File: config.mk
export PLATFORM = sky130hd
export DESIGN_NAME = inst_decode
export DESIGN_NICKNAME = d
export VERILOG_FILES = /design/src/rv_exec_pkg.sv /design/src/inst_decode.sv
export SDC_FILE = /design/constraint.sdc
export NUM_CORES = 1
export LEC_CHECK = 0
export BUFFER_PORTS_ARGS = -buffer_cell sky130_fd_sc_hd__buf_2
export CAP_MARGIN = 20
export CORE_UTILIZATION = 42
export CTS_BUF_LIST = sky130_fd_sc_hd__clkbuf_16
export DETAILED_ROUTE_END_ITERATION = 8
export PLACE_DENSITY_LB_ADDON = 0.2
export SYNTH_ARGS = -nofsm -noshare
export SYNTH_HDL_FRONTEND = slang
export SYNTH_SLANG_ARGS = --single-unit
File: constraint.sdc
create_clock -name clk -period 0.8 [get_ports clk]
set_clock_uncertainty 0.1 [all_clocks]
set_input_delay 0 -clock clk [delete_from_list [all_inputs] [get_ports clk]]
set_output_delay 0 -clock clk [all_outputs]
set_load 0.02 [all_outputs]
File: src/rv_exec_pkg.sv
package rv_exec_pkg;

	// major opcodes, bits 6:0 of the instruction word
	localparam logic [6:0] OP_LUI    = 7'b0110111;
	localparam logic [6:0] OP_AUIPC  = 7'b0010111;
	localparam logic [6:0] OP_JAL    = 7'b1101111;
	localparam logic [6:0] OP_JALR   = 7'b1100111;
	localparam logic [6:0] OP_BRANCH = 7'b1100011;
	localparam logic [6:0] OP_LOAD   = 7'b0000011;
	localparam logic [6:0] OP_STORE  = 7'b0100011;
	localparam logic [6:0] OP_ALUI   = 7'b0010011;
	localparam logic [6:0] OP_ALU    = 7'b0110011;

	// microcode bundle from decode to execution
	typedef struct packed {
		logic        cmd_lui;
		logic        cmd_auipc;
		logic        cmd_ld;
		logic        cmd_st;
		logic        cmd_alui;
		logic        cmd_alui_shamt;
		logic        cmd_alu;
		logic        cmd_jal;
		logic        cmd_jalr;
		logic        cmd_br;
		// sub for add, arithmetic for right shift
		logic        sub;
		logic [2:0]  alu_code;
		logic [4:0]  rs1_adr;
		logic [4:0]  rs2_adr;
		logic [4:0]  rd_adr;
		logic        wbk;
		// sign extended, already shaped for the format
		logic [31:0] imm;
		logic [31:2] pc;
	} uop_t;

	// execution to memory access
	typedef struct packed {
		logic        ld;
		logic        st;
		logic        wbk;
		logic [4:0]  rd_adr;
		// alu result, also the load/store byte address
		logic [31:0] rd_data;
		logic [31:0] st_data;
		logic [2:0]  ldst_code;
	} ma_t;

	typedef struct packed {
		logic [4:0]  rd_adr;
		logic [31:0] rd_data;
	} wb_t;

	typedef struct packed {
		logic [31:0] adr;
		logic [31:0] data;
		logic [3:0]  strb;
	} st_t;

	typedef logic [31:2] jmp_t;

endpackage

File: src/inst_decode.sv
`timescale 1ns/1ns

module inst_decode (
	input  logic              clk,
	input  logic              rst_n,
	input  logic              inst_valid,
	input  logic [31:0]       inst,
	input  logic [31:2]       pc,
	output logic              uop_valid,
	output rv_exec_pkg::uop_t uop,
	output logic              illegal
);

logic [6:0] opcode;
logic [2:0] funct3;
logic [6:0] funct7;
logic [31:0] imm_i;
logic [31:0] imm_s;
logic [31:0] imm_b;
logic [31:0] imm_u;
logic [31:0] imm_j;
rv_exec_pkg::uop_t dec;
logic legal;

assign opcode = inst[6:0];
assign funct3 = inst[14:12];
assign funct7 = inst[31:25];

// immediate formats
assign imm_i = {{20{inst[31]}}, inst[31:20]};
assign imm_s = {{20{inst[31]}}, inst[31:25], inst[11:7]};
assign imm_b = {{19{inst[31]}}, inst[31], inst[7], inst[30:25], inst[11:8], 1'b0};
assign imm_u = {inst[31:12], 12'd0};
assign imm_j = {{11{inst[31]}}, inst[31], inst[19:12], inst[20], inst[30:21], 1'b0};

always_comb begin
	dec = '0;
	legal = 1'b0;
	dec.alu_code = funct3;
	dec.rs1_adr = inst[19:15];
	dec.rs2_adr = inst[24:20];
	dec.rd_adr = inst[11:7];
	dec.pc = pc;
	case (opcode)
		rv_exec_pkg::OP_LUI: begin
			legal = 1'b1;
			dec.cmd_lui = 1'b1;
			dec.wbk = 1'b1;
			dec.imm = imm_u;
		end
		rv_exec_pkg::OP_AUIPC: begin
			legal = 1'b1;
			dec.cmd_auipc = 1'b1;
			dec.wbk = 1'b1;
			dec.imm = imm_u;
		end
		rv_exec_pkg::OP_JAL: begin
			legal = 1'b1;
			dec.cmd_jal = 1'b1;
			dec.wbk = 1'b1;
			dec.imm = imm_j;
		end
		rv_exec_pkg::OP_JALR: begin
			legal = (funct3 == 3'b000);
			dec.cmd_jalr = 1'b1;
			dec.wbk = 1'b1;
			dec.imm = imm_i;
		end
		rv_exec_pkg::OP_BRANCH: begin
			// funct3 010 and 011 are unassigned
			legal = (funct3[2:1] != 2'b01);
			dec.cmd_br = 1'b1;
			dec.imm = imm_b;
		end
		rv_exec_pkg::OP_LOAD: begin
			legal = (funct3 == 3'b000) || (funct3 == 3'b001) || (funct3 == 3'b010) ||
				(funct3 == 3'b100) || (funct3 == 3'b101);
			dec.cmd_ld = 1'b1;
			dec.wbk = 1'b1;
			dec.imm = imm_i;
		end
		rv_exec_pkg::OP_STORE: begin
			legal = (funct3[2] == 1'b0) && (funct3[1:0] != 2'b11);
			dec.cmd_st = 1'b1;
			dec.imm = imm_s;
		end
		rv_exec_pkg::OP_ALUI: begin
			dec.wbk = 1'b1;
			dec.imm = imm_i;
			if (funct3 == 3'b001) begin
				legal = (funct7 == 7'b0000000);
				dec.cmd_alui_shamt = 1'b1;
			end else if (funct3 == 3'b101) begin
				legal = (funct7 == 7'b0000000) || (funct7 == 7'b0100000);
				dec.cmd_alui_shamt = 1'b1;
				dec.sub = inst[30];
			end else begin
				legal = 1'b1;
				dec.cmd_alui = 1'b1;
			end
		end
		rv_exec_pkg::OP_ALU: begin
			// funct7 0100000 only for sub and sra
			legal = (funct7 == 7'b0000000) ||
				((funct7 == 7'b0100000) && ((funct3 == 3'b000) || (funct3 == 3'b101)));
			dec.cmd_alu = 1'b1;
			dec.wbk = 1'b1;
			dec.sub = inst[30];
		end
		default: begin
			legal = 1'b0;
		end
	endcase
end

always_ff @(posedge clk or negedge rst_n) begin
	if (!rst_n) begin
		uop_valid <= 1'b0;
		illegal <= 1'b0;
	end else begin
		uop_valid <= inst_valid & legal;
		illegal <= inst_valid & ~legal;
	end
end

always_ff @(posedge clk) begin
	if (inst_valid) begin
		uop <= dec;
	end
end

a_no_illegal_uop: assert property (@(posedge clk) disable iff (!rst_n)
	!(illegal && uop_valid));

endmodule

==> tab_implementation.tex, run 1 <==
\begin{tabular}{lr}
\hline
Metric & Value \\
\hline
\multicolumn{2}{l}{\textbf{Status}} \\
Outcome & finished, violations left \\
Violations in the final reports & negative hold slack, negative setup slack \\
\multicolumn{2}{l}{\textbf{Finish}} \\
Number of nets at the end of the flow & around 500 \\
Fraction of final layout cells with drive strength greater than 1 & between 50\% and 60\% \\
Relative area change from synthesis to final layout & 78.3\% \\
Number of antenna repair diodes & 0 \\
Post-Route Utilization & 79.2\% \\
\multicolumn{2}{l}{\textbf{Synth}} \\
Mapped cell area & between 3000 and 4000 um\^{}2 \\
Fraction of post-synthesis cell area in the top cell type by area & about four fifths \\
Leading area contributor after synthesis & sky130\_fd\_sc\_hd\_\_edfxtp\_1 \\
Number of different library cells in the post-synthesis netlist & 37 \\
Flip-flop and latch count after synthesis & 94 \\
Sequential-to-total area share from yosys stat & between 80 and 90\% \\
Cell types occupying the most area after synthesis & sky130\_fd\_sc\_hd\_\_edfxtp\_1 (79\%), sky130\_fd\_sc\_hd\_\_a21o\_1 (4.1\%), sky130\_fd\_sc\_hd\_\_nor2b\_1 (1.8\%) \\
Mapped Cells & 196 \\
Mapped Nets & 261 \\
Per-instance average area after synthesis & between 15 and 20 um\^{}2 \\
Warning count from the yosys run & 0 \\
\multicolumn{2}{l}{\textbf{Global routing}} \\
Vias in the first global route & 2644 \\
Global router's overall resource usage & between 20\% and 30\% \\
Largest net degree at the start of global routing & 40 \\
Global route overflow & 0 \\
Initial antenna violation count & 0 \\
First-pass GRT wire length & between 10000 and 15000 um \\
\multicolumn{2}{l}{\textbf{Worst setup path}} \\
Crit path DAT & approximately 1.3 ns \\
Critical Path Source Type & input pin \\
Element type at the critical path end & flop \\
Number of buffer and inverter instances along the worst setup path & 1 \\
Top cell family by delay on the critical path & simple AND/OR/NAND/NOR gates \\
Critical path data required time & between 0.9 and 1 ns \\
Termination of the worst setup path & illegal \\
Standard cell with the maximum stage delay on the critical path & sky130\_fd\_sc\_hd\_\_or4\_4 \\
Cell-by-cell listing of the critical path & buf\_8 > or4\_4 > o32ai\_2 > and3\_1 > a211oi\_2 > and2\_1 \\
Crit path launch & inst[31] \\
Worst setup path class & input pin to flop \\
Delay of the slowest cell on the worst path & between 0.5 and 0.6 ns \\
Cell count along the critical path & 6 \\
Top fanout value on the critical path & 2 \\
\multicolumn{2}{l}{\textbf{Timing}} \\
Final hold violation count & 19 \\
Unrepaired setup endpoints after global routing & true \\
Final setup margin & -0.352 ns \\
Worst-margin pin slew & 0.290 ns \\
Sum of negative setup slack & -21.53 ns \\
Max-slew headroom & 80.6\% \\
Max-slew violations & 0 \\
Post-route minimum period & 1.15 ns \\
Max Freq & a little under 900 MHz \\
Number of failing setup endpoints in the final timing report & around 130 \\
Final cycle utilization of the critical path & 144\% \\
Post-Route Hold Slack & -0.132 ns \\
\multicolumn{2}{l}{\textbf{CTS}} \\
Post-CTS clock slew at the launch and capture registers of the worst setup and hold paths & $\sim$0.06 ns \\
Number of buffers inserted during clock tree synthesis & 9 \\
Clk sinks & 94 \\
Clock Tree Root & sky130\_fd\_sc\_hd\_\_clkbuf\_16 \\
TritonCTS clock tree & yes \\
Htree depth & 3 \\
Largest buffer count on any clock path & 2 \\
CTS hold repair buffers & 46 \\
\multicolumn{2}{l}{\textbf{Routing}} \\
Vias per Instance & 4.95 \\
\# DRC & 0 \\
Average routed wire per standard cell & 17.8 um \\
Final Routed Wirelength & around 10000 um \\
Vias & between 2000 and 3000 \\
Detailed-router iteration count before antenna repair & 4 \\
Post-route ant nets & 0 \\
DR iter-0 viols & 84 \\
\multicolumn{2}{l}{\textbf{Placed design}} \\
DP HPWL & 6050 um \\
Final weighted congestion in routability-driven placement & around 0.77 \\
Count of buffers inserted at the top-level ports & 158 \\
\multicolumn{2}{l}{\textbf{Power and ir drop}} \\
Static power due to leakage & about 2.7 nW \\
Fraction of power consumed by the clock network & between 30\% and 40\% \\
Worst voltage drop across the vdd grid & just under 1000 uV \\
Combinational cell fraction of total power & between 10\% and 20\% \\
Register share of total power & around half \\
Design internal power & $\sim$0.0092 W \\
P per Cell Area & between 1500 and 2000 nW/um\^{}2 \\
Switching pwr & approximately 0.0029 W \\
Fraction of power spent switching nets & 23.8\% \\
\multicolumn{2}{l}{\textbf{Min path}} \\
Hold/Removal Path Class & input pin to flop \\
\multicolumn{2}{l}{\textbf{Die}} \\
Height of the chip & between 90 and 100 um \\
Number of ports placed on the die boundary & approximately 160 \\
Width of the die & between 90 and 100 um \\
Placement row count & 32 \\
Starting Density & between 40 and 50\% \\
Floorplan die area & 8710 um\^{}2 \\
Standard cell core area & 7890 um\^{}2 \\
\multicolumn{2}{l}{\textbf{Job}} \\
Max-cap check violation count & 0 \\
\hline
\end{tabular}
## area by class of cell
type | instances | area, um^2
Tap cell | 102 | 128
Inverter | 2 | 7.51
Clock inverter | 7 | 72.6
Timing Repair Buffer | 247 | 2190
Fill cell | 437 | 1640
Multi-Input combinational cell | 92 | 813
Sequential cell | 94 | 2810
Clock buffer | 9 | 225
## cell usage in the layout (no fill, tap or decap), drive strengths merged, types with 2 or more instances in the layout
cell type and count:
buf 201, edfxtp 92, dlygate4sd3 46, a21o 19, nor2b 11, o21ai 10, clkbuf 9, nor2 6
nand2 5, inv 5, a22o 4, and3 4, nand2b 4, a21oi 4, and2 3, a31oi 3
clkinv 3, or2 2, dfrtp 2, nor3 2, nand3 2, nor3b 2, a21boi 2
## per-layer routing
layer / GRT usage (%) / up-vias / part of all wire, %
li1: - / 1255 / -
met1: 23.8 / 1349 / 38
met2: 38.5 / 113 / 55
met3: 3.74 / 19 / 4.6
met4: 9.49 / 0 / 2.4
met5: 0 / - / 0
## worst min path at each step
stage	slack [ns]	cells past startpoint	start	to
2_1_floorplan	-0.40	0	rst_n	illegal
3_3_place_gp	-0.31	1	rst_n	uop_valid
3_5_place_dp	-0.31	1	rst_n	uop_valid
4_1_cts	-0.14	2	inst[7]	uop[63]
5_1_grt	-0.13	2	inst[7]	uop[63]
6_report	-0.13	2	inst[7]	uop[63]
## sequential cells by signal, summed over array words and instances, names as in the netlist
signal,cells
illegal,1
uop,92
uop_valid,1
## per-stage QoR
| step | setup WS (ns) | std cells | hold slack (ns) | area, um^2 | total power [W] |
|---|---|---|---|---|---|
| finish | -0.352 | 553 | -0.132 | 6250 | 0.0121 |
| global placement | -0.693 | 485 | -0.315 | 4780 | 0.00732 |
| detailed placement | -0.772 | 485 | -0.313 | 4780 | 0.00735 |
| global route | -0.405 | 553 | -0.130 | 6250 | 0.0125 |
| floorplan | -0.496 | 196 | -0.396 | 3640 | 0.00661 |
| CTS | -0.357 | 551 | -0.139 | 5860 | 0.0118 |
## power by group through the flow
stage,Combinational (W),Sequential (W),Clock [W]
final,0.00196,0.00592,0.00422
after global routing,0.00206,0.00594,0.00448
after CTS,0.00170,0.00586,0.00427
after detailed placement,0.00140,0.00595,0
after floorplan,0.000190,0.00642,0
after global placement,0.00138,0.00594,0
## cell usage after synthesis, drive strengths merged
master	count
a211oi	1
o21ai	10
dfrtp	2
a21oi	4
clkbuf	1
o211ai	1
edfxtp	92
o32ai	1
and4b	1
nand3	2
nor2b	11
and3	4
nor3	2
and2b	1
nand2b	4
a31oi	3
or2	2
nand4bb	1
inv	2
or4b	1
nor2	6
buf	7
or4	1
a21boi	2
and2	3
nor3b	2
nand2	5
nor4b	1
a21o	19
a22o	4
## repair_timing
action / 4_1_cts / 5_1_grt
pin swaps: 12 / 10
buffers inserted: 6 / 4
gates cloned: 0 / 0
endpoints found under the setup margin: 134 / 134
endpoints found under the hold margin: 79 / 16
gates resized for setup: 72 / 121
## kinds of logic after synthesis
logic type | synth area share [%]
AO/OA/AOI/OAI | 9.10
AND/OR/NAND/NOR | 9.00
buffers and inverters | 1.64
flip-flops | 80.3
(Power assumes the default switching activity.)
==> run 2: changes to the inputs <==
- CORE_ASPECT_RATIO: unset -> 1.4
- SETUP_SLACK_MARGIN: unset -> 0.3
==> run 2 against run 1 <==
Compared with the run above:
- the flow still finishes with violations (negative hold slack, negative setup slack)
- sequential power is essentially flat
- clock-buffer cell count unchanged
- sequential cell count unchanged
- global-route usage is 1.0 points lower
- combinational power decreased by 11%
- cell area fell by 7.9%
- total power decreased by 2.2%
- hold slack got worse by 0.13 ns
==> tab_implementation.tex, run 2 (synthesized netlist as in run 1, its figures left out) <==
\begin{tabular}{lr}
\hline
Metric & Value \\
\hline
\multicolumn{2}{l}{\textbf{Power and ir drop}} \\
Power consumption & between 0.01 and 0.015 W \\
Static power due to leakage & $\sim$2.5 nW \\
Worst voltage drop across the vdd grid & between 1500 and 2000 uV \\
P per Cell Area & slightly above 2000 nW/um\^{}2 \\
\multicolumn{2}{l}{\textbf{Min path}} \\
Hold/Removal Path Class & input pin to flop \\
Hold path endpoint & uop[10] \\
Start point of the worst hold path & pc[12] \\
Count of cells along the worst hold path & 1 \\
\multicolumn{2}{l}{\textbf{Worst setup path}} \\
Standard cell with the maximum stage delay on the critical path & sky130\_fd\_sc\_hd\_\_or4\_4 \\
Cell-by-cell listing of the critical path & buf\_8 > or4\_4 > o32ai\_2 > and3\_1 > a211oi\_2 > and2\_1 \\
Top cell family by delay on the critical path & simple AND/OR/NAND/NOR gates \\
Worst setup path class & input pin to flop \\
Delay of the slowest cell on the worst path & 0.52 ns \\
Crit path DAT & about 1.3 ns \\
Critical Path Source Type & input pin \\
Element type at the critical path end & flop \\
Critical path data required time & 0.93 ns \\
Cell count along the critical path & 6 \\
Number of buffer and inverter instances along the worst setup path & 1 \\
Top fanout value on the critical path & 2 \\
\multicolumn{2}{l}{\textbf{Timing}} \\
Post-route minimum period & roughly 1.1 ns \\
Post-Route Hold Slack & -0.265 ns \\
Final setup margin & -0.347 ns \\
Max-slew violations & 0 \\
Max-slew headroom & approximately 75\% \\
Worst-margin pin slew & 0.373 ns \\
Final hold violation count & slightly above 80 \\
Max Freq & roughly 870 MHz \\
Number of failing setup endpoints in the final timing report & about 130 \\
Final cycle utilization of the critical path & 143\% \\
Unrepaired setup endpoints after global routing & true \\
\multicolumn{2}{l}{\textbf{CTS}} \\
Largest buffer count on any clock path & 2 \\
TritonCTS clock tree & yes \\
Clk sinks & between 90 and 100 \\
Clock Tree Root & sky130\_fd\_sc\_hd\_\_clkbuf\_16 \\
Number of buffers inserted during clock tree synthesis & 9 \\
Htree depth & 3 \\
Post-CTS clock slew at the launch and capture registers of the worst setup and hold paths & $\sim$0.070 ns \\
CTS hold repair buffers & 1 \\
\multicolumn{2}{l}{\textbf{Placed design}} \\
Final weighted congestion in routability-driven placement & around 0.84 \\
DP HPWL & about 6200 um \\
Placed instance area & around 4800 um\^{}2 \\
Count of buffers inserted at the top-level ports & 158 \\
\multicolumn{2}{l}{\textbf{Die}} \\
Number of ports placed on the die boundary & around 160 \\
Standard cell core area & about 8100 um\^{}2 \\
Starting Density & between 40\% and 50\% \\
Floorplan die area & 8720 um\^{}2 \\
Width of the die & 79.2 um \\
Height of the chip & between 100 and 150 um \\
Placement row count & 39 \\
\multicolumn{2}{l}{\textbf{Finish}} \\
Register with the most flip-flops & uop \\
Area of all placed cells without fillers & approximately 5800 um\^{}2 \\
Largest registers & uop x92, illegal x1, uop\_valid x1 \\
Post-Route Utilization & between 70\% and 80\% \\
Most common cell after layout, fill and taps aside & sky130\_fd\_sc\_hd\_\_edfxtp\_1 \\
Fraction of final layout cells with drive strength greater than 1 & 61.9\% \\
Relative area change from synthesis to final layout & 64.3\% \\
Number of nets at the end of the flow & 464 \\
Max reg flops & between 90 and 100 \\
Commonest cells after routing, fill and taps aside & sky130\_fd\_sc\_hd\_\_edfxtp\_1 (92), sky130\_fd\_sc\_hd\_\_buf\_6 (88), sky130\_fd\_sc\_hd\_\_buf\_2 (84), sky130\_fd\_sc\_hd\_\_buf\_4 (20), sky130\_fd\_sc\_hd\_\_a21o\_1 (19) \\
Number of antenna repair diodes & 0 \\
\multicolumn{2}{l}{\textbf{Routing}} \\
Final Routed Wirelength & about 8700 um \\
Vias & around 2500 \\
Post-route ant nets & 0 \\
Average routed wire per standard cell & between 15 and 20 um \\
Detailed-router iteration count before antenna repair & 4 \\
DR iter-0 viols & approximately 100 \\
\# DRC & 0 \\
Vias per Instance & roughly 4.9 \\
\multicolumn{2}{l}{\textbf{Status}} \\
Violations in the final reports & negative hold slack, negative setup slack \\
Outcome & finished, violations left \\
\multicolumn{2}{l}{\textbf{Global routing}} \\
Global route overflow & 0 \\
Vias in the first global route & 2443 \\
Initial antenna violation count & 0 \\
Global router's overall resource usage & between 20\% and 30\% \\
Largest net degree at the start of global routing & 42 \\
First-pass GRT wire length & 12500 um \\
\multicolumn{2}{l}{\textbf{Job}} \\
Max-cap check violation count & 0 \\
\hline
\end{tabular}
run 2: cell types whose count changed in the layout (fill, tap and decap cells not counted), sizes merged:
cell	previous run	this run
clkinv	3	4
inv	5	4
buf	201	198
dlygate4sd3	46	1
nor2b	11	12
run 2: worst max-delay path by stage:
stage / from / end / slack (ns)
global placement: inst[31] / illegal / -0.68
global route: inst[31] / illegal / -0.38
finish: inst[31] / illegal / -0.35
detailed placement: inst[31] / illegal / -0.71
floorplan: inst[31] / illegal / -0.50
CTS: inst[31] / illegal / -0.33
run 2: area by class of cell:
class	instances	area, um^2
repair buffers	199	1680
multi-input cells	93	837
fillers	568	2390
flip-flops and latches	94	2810
well taps	102	128
clock buffers	9	225
clock inverters	7	71.3
inverters	2	7.51
run 2: where the power goes:
group	internal, W	switching, W	leakage [nW]
sequential	0.00577	0.000131	0.914
clock	0.00243	0.00176	0.150
combinational	0.000835	0.000911	1.45
run 2: timing repair:
item | CTS | global route
setup buffers | 3 | 0
endpoints found under the setup margin | 140 | 140
pin swaps | 17 | 7
resized for setup | 104 | 81
endpoints found under the hold margin | 82 | 78
gates cloned | 1 | 0
run 2: per-layer routing:
layer	global-route usage, %	routed length [um]
met1	21.8	3120
met2	35.3	4820
met3	6.26	595
met4	9.48	159
met5	0	0
run 2: stage by stage:
step	setup TNS (ns)	std cells	worst slack [ns]
floorplan	-13.73	196	-0.496
global placement	-23.54	485	-0.678
detailed placement	-24.74	485	-0.707
CTS	-21.94	506	-0.331
global route	-24.94	506	-0.379
finish	-21.05	506	-0.347
